`config.mk`:
```
export PLATFORM = sky130hd
export DESIGN_NAME = cnn_stream_top
export DESIGN_NICKNAME = d
export VERILOG_FILES = /design/src/source/cnn_pkg.sv /design/src/source/cnn_stream_top.sv /design/src/source/maxpool_unit.sv /design/src/source/lrelu_requant.sv /design/src/source/conv_row_engine.sv /design/src/source/kernel_config.sv
export SDC_FILE = /design/constraint.sdc
export NUM_CORES = 2
export LEC_CHECK = 0
export BUFFER_PORTS_ARGS = -buffer_cell sky130_fd_sc_hd__buf_2
export CORE_UTILIZATION = 39
export CTS_CLUSTER_DIAMETER = 40
export DETAILED_ROUTE_END_ITERATION = 10
export PLACE_DENSITY = 0.51
export SLEW_MARGIN = 20
export SYNTH_ARGS = -nofsm -noshare
export SYNTH_HDL_FRONTEND = slang
export SYNTH_SLANG_ARGS = --single-unit
```
`constraint.sdc`:
```
create_clock -name aclk -period 8.9 [get_ports aclk]
set_input_delay 1.78 -clock aclk [delete_from_list [all_inputs] [get_ports aclk]]
set_output_delay 1.78 -clock aclk [all_outputs]
set_load 0.05 [all_outputs]
```
`src/source/cnn_pkg.sv`:
```
package cnn_pkg;

  // Layer geometry
  localparam int UNITS      = 4;
  localparam int WORD_WIDTH = 8;
  localparam int ACC_WIDTH  = 20;
  localparam int KERNEL_W   = 3;

  // Leaky ReLU alpha of 1/8 applied as a shift on negative sums
  localparam int LRELU_SHIFT = 3;

  // Accumulator scale down to output scale
  localparam int QUANT_SHIFT = 4;

  typedef logic signed [WORD_WIDTH-1:0] word_t;
  typedef logic signed [ACC_WIDTH-1:0]  acc_t;

  // Row u sits at [u*WORD_WIDTH +: WORD_WIDTH], row 0 in the low bits
  typedef logic [UNITS*WORD_WIDTH-1:0] column_t;

  // Same order as column_t, ACC_WIDTH bits per row
  typedef logic [UNITS*ACC_WIDTH-1:0] acc_column_t;

  // Tap 0 multiplies column c-1, tap 2 column c+1
  typedef logic [KERNEL_W*WORD_WIDTH-1:0] kernel_t;

  // Column parity inside a row while pooling
  typedef enum logic {
    POOL_EVEN,
    POOL_ODD
  } pool_state_e;

endpackage
```
`src/source/cnn_stream_top.sv`:
```
module cnn_stream_top
  import cnn_pkg::*;
(
  input  logic             aclk,
  input  logic             i_rst_n,
  input  logic             i_cfg_strobe,
  input  kernel_t          i_cfg_kernel,
  input  logic             i_cfg_pool,
  input  logic             i_pix_valid,
  output logic             o_pix_ready,
  input  column_t          i_pix_data,
  input  logic             i_pix_last,
  output logic             o_res_valid,
  input  logic             i_res_ready,
  output column_t          o_res_data,
  output logic [UNITS-1:0] o_res_keep,
  output logic             o_res_last
);

  kernel_t     kernel;
  logic        pool_en;
  logic        busy;

  logic        conv_valid;
  logic        conv_ready;
  acc_column_t conv_data;
  logic        conv_last;

  logic        act_valid;
  logic        act_ready;
  column_t     act_data;
  logic        act_last;

  // Anything still in flight blocks reconfiguration
  assign busy = !o_pix_ready || conv_valid || act_valid || o_res_valid;

  kernel_config u_kernel_config (
    .aclk         (aclk),
    .i_rst_n      (i_rst_n),
    .i_cfg_strobe (i_cfg_strobe),
    .i_cfg_kernel (i_cfg_kernel),
    .i_cfg_pool   (i_cfg_pool),
    .i_busy       (busy),
    .o_kernel     (kernel),
    .o_pool_en    (pool_en)
  );

  conv_row_engine u_conv (
    .aclk     (aclk),
    .i_rst_n  (i_rst_n),
    .i_kernel (kernel),
    .i_valid  (i_pix_valid),
    .o_ready  (o_pix_ready),
    .i_data   (i_pix_data),
    .i_last   (i_pix_last),
    .o_valid  (conv_valid),
    .i_ready  (conv_ready),
    .o_data   (conv_data),
    .o_last   (conv_last)
  );

  lrelu_requant u_lrelu (
    .aclk    (aclk),
    .i_rst_n (i_rst_n),
    .i_valid (conv_valid),
    .o_ready (conv_ready),
    .i_data  (conv_data),
    .i_last  (conv_last),
    .o_valid (act_valid),
    .i_ready (act_ready),
    .o_data  (act_data),
    .o_last  (act_last)
  );

  maxpool_unit u_maxpool (
    .aclk      (aclk),
    .i_rst_n   (i_rst_n),
    .i_pool_en (pool_en),
    .i_valid   (act_valid),
    .o_ready   (act_ready),
    .i_data    (act_data),
    .i_last    (act_last),
    .o_valid   (o_res_valid),
    .i_ready   (i_res_ready),
    .o_data    (o_res_data),
    .o_keep    (o_res_keep),
    .o_last    (o_res_last)
  );

endmodule

```
`src/source/maxpool_unit.sv`:
```
module maxpool_unit
  import cnn_pkg::*;
(
  input  logic             aclk,
  input  logic             i_rst_n,
  input  logic             i_pool_en,
  input  logic             i_valid,
  output logic             o_ready,
  input  column_t          i_data,
  input  logic             i_last,
  output logic             o_valid,
  input  logic             i_ready,
  output column_t          o_data,
  output logic [UNITS-1:0] o_keep,
  output logic             o_last
);

  pool_state_e                     state;
  logic [UNITS/2*WORD_WIDTH-1:0]   pair_max;
  logic [UNITS/2*WORD_WIDTH-1:0]   held_max;
  column_t                         pooled;
  logic                            in_fire;
  logic                            out_free;

  assign out_free = !o_valid || i_ready;
  assign o_ready  = out_free;
  assign in_fire  = i_valid && o_ready;

  // Row pair maxima of the incoming column, then against the held even column
  always_comb begin
    word_t a;
    word_t b;
    word_t m;
    word_t h;
    pooled = '0;
    for (int k = 0; k < UNITS/2; k++) begin
      a = word_t'(i_data[(2*k)*WORD_WIDTH +: WORD_WIDTH]);
      b = word_t'(i_data[(2*k+1)*WORD_WIDTH +: WORD_WIDTH]);
      m = (a > b) ? a : b;
      h = word_t'(held_max[k*WORD_WIDTH +: WORD_WIDTH]);
      pair_max[k*WORD_WIDTH +: WORD_WIDTH] = m;
      pooled[k*WORD_WIDTH +: WORD_WIDTH]   = (m > h) ? m : h;
    end
  end

  always_ff @(posedge aclk or negedge i_rst_n) begin
    if (!i_rst_n) begin
      state   <= POOL_EVEN;
      o_valid <= 1'b0;
      o_last  <= 1'b0;
      o_keep  <= '0;
    end else begin
      if (out_free) begin
        o_valid <= 1'b0;
      end
      if (in_fire) begin
        if (!i_pool_en) begin
          o_valid <= 1'b1;
          o_last  <= i_last;
          o_keep  <= '1;
        end else if (state == POOL_EVEN) begin
          state <= POOL_ODD;
        end else begin
          state   <= POOL_EVEN;
          o_valid <= 1'b1;
          o_last  <= i_last;
          o_keep  <= UNITS'({(UNITS/2){1'b1}});
        end
      end
    end
  end

  always_ff @(posedge aclk) begin
    if (in_fire) begin
      if (!i_pool_en) begin
        o_data <= i_data;
      end else if (state == POOL_EVEN) begin
        held_max <= pair_max;
      end else begin
        o_data <= pooled;
      end
    end
  end

  // Pooled rows need an even column count
  a_last_odd : assert property (
    @(posedge aclk) disable iff (!i_rst_n)
    (in_fire && i_pool_en && i_last) |-> (state == POOL_ODD)
  ) else $error("maxpool_unit: row ended on an even column with pooling on");

endmodule

```
`src/source/lrelu_requant.sv`:
```
module lrelu_requant
  import cnn_pkg::*;
(
  input  logic        aclk,
  input  logic        i_rst_n,
  input  logic        i_valid,
  output logic        o_ready,
  input  acc_column_t i_data,
  input  logic        i_last,
  output logic        o_valid,
  input  logic        i_ready,
  output column_t     o_data,
  output logic        o_last
);

  column_t act_col;
  logic    in_fire;

  assign o_ready = !o_valid || i_ready;
  assign in_fire = i_valid && o_ready;

  always_comb begin
    acc_t v;
    acc_t q;
    for (int u = 0; u < UNITS; u++) begin
      v = acc_t'(i_data[u*ACC_WIDTH +: ACC_WIDTH]);
      if (v[ACC_WIDTH-1]) begin
        v = v >>> LRELU_SHIFT;
      end
      q = v >>> QUANT_SHIFT;
      // Fits when all bits above the word sign agree
      if (&q[ACC_WIDTH-1:WORD_WIDTH-1] || ~|q[ACC_WIDTH-1:WORD_WIDTH-1]) begin
        act_col[u*WORD_WIDTH +: WORD_WIDTH] = q[WORD_WIDTH-1:0];
      end else if (q[ACC_WIDTH-1]) begin
        act_col[u*WORD_WIDTH +: WORD_WIDTH] = {1'b1, {(WORD_WIDTH-1){1'b0}}};
      end else begin
        act_col[u*WORD_WIDTH +: WORD_WIDTH] = {1'b0, {(WORD_WIDTH-1){1'b1}}};
      end
    end
  end

  always_ff @(posedge aclk or negedge i_rst_n) begin
    if (!i_rst_n) begin
      o_valid <= 1'b0;
      o_last  <= 1'b0;
    end else if (o_ready) begin
      o_valid <= i_valid;
      if (i_valid) begin
        o_last <= i_last;
      end
    end
  end

  always_ff @(posedge aclk) begin
    if (in_fire) begin
      o_data <= act_col;
    end
  end

endmodule

```
`src/source/conv_row_engine.sv`:
```
module conv_row_engine
  import cnn_pkg::*;
(
  input  logic        aclk,
  input  logic        i_rst_n,
  input  kernel_t     i_kernel,
  input  logic        i_valid,
  output logic        o_ready,
  input  column_t     i_data,
  input  logic        i_last,
  output logic        o_valid,
  input  logic        i_ready,
  output acc_column_t o_data,
  output logic        o_last
);

  column_t     prev_col;
  column_t     cur_col;
  column_t     left_col;
  column_t     right_col;
  acc_column_t sums;
  word_t       tap_l;
  word_t       tap_c;
  word_t       tap_r;
  logic        cur_valid;
  logic        row_start;
  logic        flush_pending;
  logic        in_fire;
  logic        out_free;

  assign tap_l = word_t'(i_kernel[0*WORD_WIDTH +: WORD_WIDTH]);
  assign tap_c = word_t'(i_kernel[1*WORD_WIDTH +: WORD_WIDTH]);
  assign tap_r = word_t'(i_kernel[2*WORD_WIDTH +: WORD_WIDTH]);

  assign out_free = !o_valid || i_ready;
  // No new column while the flush beat is waiting
  assign o_ready  = !flush_pending && out_free;
  assign in_fire  = i_valid && o_ready;

  // Zero padding on both row ends
  assign left_col  = row_start ? '0 : prev_col;
  assign right_col = flush_pending ? '0 : i_data;

  always_comb begin
    acc_t acc;
    for (int u = 0; u < UNITS; u++) begin
      acc = tap_l * word_t'(left_col[u*WORD_WIDTH +: WORD_WIDTH])
          + tap_c * word_t'(cur_col[u*WORD_WIDTH +: WORD_WIDTH])
          + tap_r * word_t'(right_col[u*WORD_WIDTH +: WORD_WIDTH]);
      sums[u*ACC_WIDTH +: ACC_WIDTH] = acc;
    end
  end

  always_ff @(posedge aclk or negedge i_rst_n) begin
    if (!i_rst_n) begin
      o_valid       <= 1'b0;
      o_last        <= 1'b0;
      cur_valid     <= 1'b0;
      row_start     <= 1'b0;
      flush_pending <= 1'b0;
    end else begin
      if (out_free) begin
        o_valid <= 1'b0;
      end
      if (flush_pending && out_free) begin
        o_valid       <= 1'b1;
        o_last        <= 1'b1;
        flush_pending <= 1'b0;
        cur_valid     <= 1'b0;
      end else if (in_fire) begin
        // First column of a row only primes the window
        if (cur_valid) begin
          o_valid <= 1'b1;
          o_last  <= 1'b0;
        end
        cur_valid     <= 1'b1;
        row_start     <= !cur_valid;
        flush_pending <= i_last;
      end
    end
  end

  // Window and result payload
  always_ff @(posedge aclk) begin
    if (flush_pending && out_free) begin
      o_data <= sums;
    end else if (in_fire) begin
      if (cur_valid) begin
        o_data <= sums;
      end
      prev_col <= cur_col;
      cur_col  <= i_data;
    end
  end

  a_in_stable : assert property (
    @(posedge aclk) disable iff (!i_rst_n)
    (i_valid && !o_ready) |=> ($stable(i_data) && $stable(i_last))
  ) else $error("conv_row_engine: pixel beat changed while stalled");

endmodule

```
`src/source/kernel_config.sv`:
```
module kernel_config
  import cnn_pkg::*;
(
  input  logic    aclk,
  input  logic    i_rst_n,
  input  logic    i_cfg_strobe,
  input  kernel_t i_cfg_kernel,
  input  logic    i_cfg_pool,
  input  logic    i_busy,
  output kernel_t o_kernel,
  output logic    o_pool_en
);

  // Taps and pool mode hold until the next strobe
  always_ff @(posedge aclk or negedge i_rst_n) begin
    if (!i_rst_n) begin
      o_kernel  <= '0;
      o_pool_en <= 1'b0;
    end else if (i_cfg_strobe) begin
      o_kernel  <= i_cfg_kernel;
      o_pool_en <= i_cfg_pool;
    end
  end

  // A new kernel while beats are in flight would mix two configurations
  a_cfg_idle : assert property (
    @(posedge aclk) disable iff (!i_rst_n)
    i_cfg_strobe |-> !i_busy
  ) else $error("kernel_config: configuration strobe while pipeline busy");

endmodule

```
==> summary by stage <==
Clocking
TritonCTS built the clock tree. The clock latency on the worst-skew pair is ~0.64 ns. In this run, post-CTS hold repair placed 0 buffers.

The number of clock sinks is around 250. The clock passes through at most 3 buffers. Once the clock tree was built, the setup fixing pass inserted 0 buffers. Clock-pin slew was measured on the worst setup and hold paths at around 0.060 ns. The number of buffers added by the clock tree synthesis step is 55. In this run the number of H-tree levels came out at 2. CTS placed an instance of sky130_fd_sc_hd__clkbuf_16 at the clock tree root. Gates resized during post-CTS repair numbered 0.

GRT
Global routing finished with a remaining overflow of 0. The initial antenna violation count came to 3. The global-route wire length before repair is ~170 mm.

The via count of the first global-routing pass came to between 30,000 and 40,000. The met1 track demand over resource is 30.9%. The layer flagged by global routing as most heavily used is met1. The maximum number of pins on one net before global-route repair is 65. Across every metal layer, demand over resource in global routing totals between 10% and 20%. Global routing used between 20% and 30% of the available met2 tracks.

The met3 track utilization from global routing is under 10%.

Placement
The total of buffers placed on input and output ports is 101. Summing all placed instances gives a cell area of between 40,000 and 50,000 um^2. At the end of routability-driven placement, the weighted congestion stood at around 0.83. After legalization and detailed placement, the total HPWL measured between 90 and 100 mm.

Synthesis
After technology mapping, the gate count stands at between 4,000 and 5,000. The xor and xnor fraction of the mapped netlist area is between 4 and 5%. Of the post-synthesis cell area, the part taken by muxes is 1.30%. After synthesis, flip-flops and latches occupy about 16% of the total area. The basic-gate share of the synthesized area counting and, or, nand and nor cells is ~15%. The net count after synthesis is around 5,800. By area, the combinational part of the netlist is dominated by adder cells. The synthesized netlist devotes between 6 and 7% of its cell area to compound gates. During synthesis, Yosys emitted a total of 0 warnings.

A synthesized cell averages between 9 and 10 um^2. The number of unique standard cell types used by synthesis is between 80 and 90. Synthesis inferred 245 register bits. The cell area that synthesis handed to floorplanning was around 44,000 um^2. The number of flops mapped to enable cells by yosys is 208.

The synthesized netlist devotes between 40 and 50% of its cell area to adder and majority cells. The fraction of registers with async set/reset is between 15 and 20%. For this run, the leading register cell type out of synthesis is sky130_fd_sc_hd__edfxtp_1.

Floorplanning
The site row count is ~120. about 100 I/O pins were placed. The starting density of the core is 39.5%. The floorplan step set the die width to 337 um. The die boundary height is 337 um. The die covers ~110,000 um^2.

The core region is ~110,000 um^2.

STA
The count of final hold-check violations is 0. Setup repair after global routing left no endpoint under its margin. For the finished layout, the period the worst path requires is 8.05 ns.

The worst hold-check slack is 0.480 ns. Dividing the final minimum period by the clock period gives between 90% and 100%. The final clock skew is around 0.035 ns.

The final-layout setup total negative slack is 0 ns. Setup violations remaining at the end of the flow were counted as 0. The count of final max-slew check failures came to 0. Based on the critical path, the design can be clocked at up to 124 MHz. The headroom to the max-slew limit is around a quarter. The slew at the pin closest to its max-slew limit is 1.12 ns.

Drt
The detailed-routing iteration count for the pre-antenna-repair pass is 5. The count of nets left with antenna violations after detail routing is 0. The number of remaining DRC errors is 0. The number of vias per cell after detailed routing is about 4.7. The total number of vias is 29,600.

After the first detailed-routing iteration, the DRC count stood at 1,438. The final wirelength is 108 mm. The detailed-route wire length per cell is roughly 17 um.

Critical path
At the worst endpoint, the arrival time is 8.45 ns. The worst register-to-register path has a setup slack of between 0.9 and 1 ns. The type of element capturing the critical path is a flop.

For the worst setup path, the data required time is slightly above 9 ns. The highest fanout seen on the critical path is 8. The element type at the critical path start is an input port. The worst setup path is of the in -> reg kind.

Final layout
The library cells used most frequently in the layout, excluding fill and tap cells, are 1,121 x sky130_fd_sc_hd__inv_1, 720 x sky130_fd_sc_hd__fa_1, 462 x sky130_fd_sc_hd__and2_1. The share of the core filled with cells in the final layout is 43.4%. The total non-filler cell area in the finished layout is between 40,000 and 50,000 um^2. The most frequent standard cell in the layout excluding fill and tap cells is sky130_fd_sc_hd__inv_1. The post-route netlist has around 7.2% of its cells at a drive strength greater than 1. At the end of the flow, the number of nets in the layout was 5,937. Relative to the synthesized area, the layout overhead comes to 9.95%.

Run
Across the run, the number of max-cap violations was 0.

Outcome
The run finished with clean final reports.

Worst hold path
The tightest min-delay check is of the reg -> reg type.
-- registers in the layout, indices dropped and copies added, names as in the netlist, 2 cells and up --
| name | flops |
|---|---|
| u_conv.o_data | 64 |
| u_conv.cur_col | 32 |
| u_conv.prev_col | 32 |
| u_lrelu.o_data | 32 |
| u_maxpool.o_data | 32 |
| u_kernel_config.o_kernel | 24 |
| u_maxpool.held_max | 16 |
| u_maxpool.o_keep | 2 |
-- metal layers --
metal  share of wire [%]  vias to the layer above  wire length, um
met5                   0                        -                0
met4                 1.6                        0             1690
met3                 4.0                       86             4310
met2                  42                      465            45200
met1                  53                    14600            56900
li1                    -                    14400                -
-- critical path, cell delays in order --
cell,delay (ns)
sky130_fd_sc_hd__buf_2,0.12
sky130_fd_sc_hd__nor2b_1,0.64
sky130_fd_sc_hd__nand2_1,0.24
sky130_fd_sc_hd__fa_1,0.53
sky130_fd_sc_hd__fa_1,0.52
sky130_fd_sc_hd__inv_1,0.06
sky130_fd_sc_hd__fa_1,0.52
sky130_fd_sc_hd__inv_1,0.05
sky130_fd_sc_hd__fa_1,0.47
sky130_fd_sc_hd__inv_1,0.04
sky130_fd_sc_hd__ha_1,0.31
sky130_fd_sc_hd__nand2_1,0.07
sky130_fd_sc_hd__o21ai_0,0.13
sky130_fd_sc_hd__nor4_1,0.32
sky130_fd_sc_hd__nor2_1,0.09
sky130_fd_sc_hd__a21oi_1,0.18
sky130_fd_sc_hd__xor2_1,0.36
sky130_fd_sc_hd__fa_1,0.48
sky130_fd_sc_hd__inv_1,0.06
sky130_fd_sc_hd__ha_1,0.24
sky130_fd_sc_hd__and3_1,0.21
sky130_fd_sc_hd__a21boi_0,0.13
sky130_fd_sc_hd__a211oi_1,0.28
sky130_fd_sc_hd__o21ai_1,0.15
sky130_fd_sc_hd__o31a_1,0.31
sky130_fd_sc_hd__xor2_1,0.15
-- cells in the mapped netlist, types with 4 or more instances --
cell type,n,area share (%)
sky130_fd_sc_hd__inv_1,1122,9.6
sky130_fd_sc_hd__fa_1,720,33
sky130_fd_sc_hd__and2_1,462,6.6
sky130_fd_sc_hd__ha_1,444,13
sky130_fd_sc_hd__nand2_1,319,2.7
sky130_fd_sc_hd__edfxtp_1,208,14
sky130_fd_sc_hd__nor2_1,200,1.7
sky130_fd_sc_hd__xnor2_1,143,2.9
sky130_fd_sc_hd__a21oi_1,119,1.4
sky130_fd_sc_hd__nor2b_1,111,1.6
sky130_fd_sc_hd__clkbuf_1,104,0.89
sky130_fd_sc_hd__xor2_1,85,1.7
sky130_fd_sc_hd__o21ai_0,78,0.89
sky130_fd_sc_hd__nand2b_1,39,0.56
sky130_fd_sc_hd__a21o_1,38,0.65
sky130_fd_sc_hd__dfrtp_1,37,2.1
sky130_fd_sc_hd__mux2_2,33,0.85
sky130_fd_sc_hd__nor3_1,31,0.35
sky130_fd_sc_hd__nand3_1,29,0.33
sky130_fd_sc_hd__o21a_1,29,0.50
sky130_fd_sc_hd__mux2i_1,20,0.46
sky130_fd_sc_hd__or2_2,20,0.29
sky130_fd_sc_hd__nand4_1,19,0.27
sky130_fd_sc_hd__o21bai_1,16,0.27
sky130_fd_sc_hd__nor4_1,13,0.19
sky130_fd_sc_hd__a2bb2oi_1,12,0.24
sky130_fd_sc_hd__a211oi_1,11,0.19
sky130_fd_sc_hd__and3_1,11,0.16
sky130_fd_sc_hd__a221o_1,8,0.18
sky130_fd_sc_hd__and4_1,7,0.14
sky130_fd_sc_hd__a2111oi_2,6,0.21
sky130_fd_sc_hd__a31o_2,6,0.12
sky130_fd_sc_hd__nand3b_1,6,0.10
sky130_fd_sc_hd__o21ai_1,6,0.068
sky130_fd_sc_hd__or3_1,5,0.071
sky130_fd_sc_hd__a2111oi_1,4,0.091
sky130_fd_sc_hd__a221oi_1,4,0.080
sky130_fd_sc_hd__a311oi_1,4,0.080
sky130_fd_sc_hd__o31ai_1,4,0.068
sky130_fd_sc_hd__o41a_1,4,0.10
sky130_fd_sc_hd__o41ai_2,4,0.15
-- area by class of cell --
type,count,area (um^2)
inverters,1124,4220
clock inverters,43,539
repair buffers,158,936
diodes,2,5.00
multi-input cells,3126,32100
fillers,11000,62900
flip-flops and latches,245,7170
clock buffers,61,1430
well taps,1488,1860
-- final timing paths --
path	from	endpoint	depth (start not counted)
worst max-delay path	i_pix_data[8]	u_conv.o_data[36]	26
worst min-delay path	u_maxpool.o_last	u_maxpool.o_last	2
worst max register to register	u_conv.row_start	u_conv.o_data[16]	26
worst min register to register	u_maxpool.o_last	u_maxpool.o_last	2
max in group asynchronous	i_rst_n	u_kernel_config.o_kernel[2]	1
min in group asynchronous	i_rst_n	u_kernel_config.o_kernel[20]	1
-- cells by family (layout without fill, tap and decap cells) --
kind of cell,Yosys count,after routing
other,0,2
buffers and inverters,1233,1386
DFF,245,245
adders and majority gates,1164,1164
and+or+nand+nor,1288,1288
AOI/OAI and AO/OA,393,393
xor gates and xnor gates,228,228
muxes,53,53
-- stage by stage --
stage | worst slack [ns] | cells
finish | 0.848 | 6247
global route | 0.464 | 6245
CTS | 0.901 | 6245
detailed placement | 0.219 | 6141
global placement | 0.275 | 6141
floorplan | 1.10 | 4604
Power is left out: the tool's default activity adds up to more than one toggle a clock period on the data nets, which glitch-free logic cannot reach.
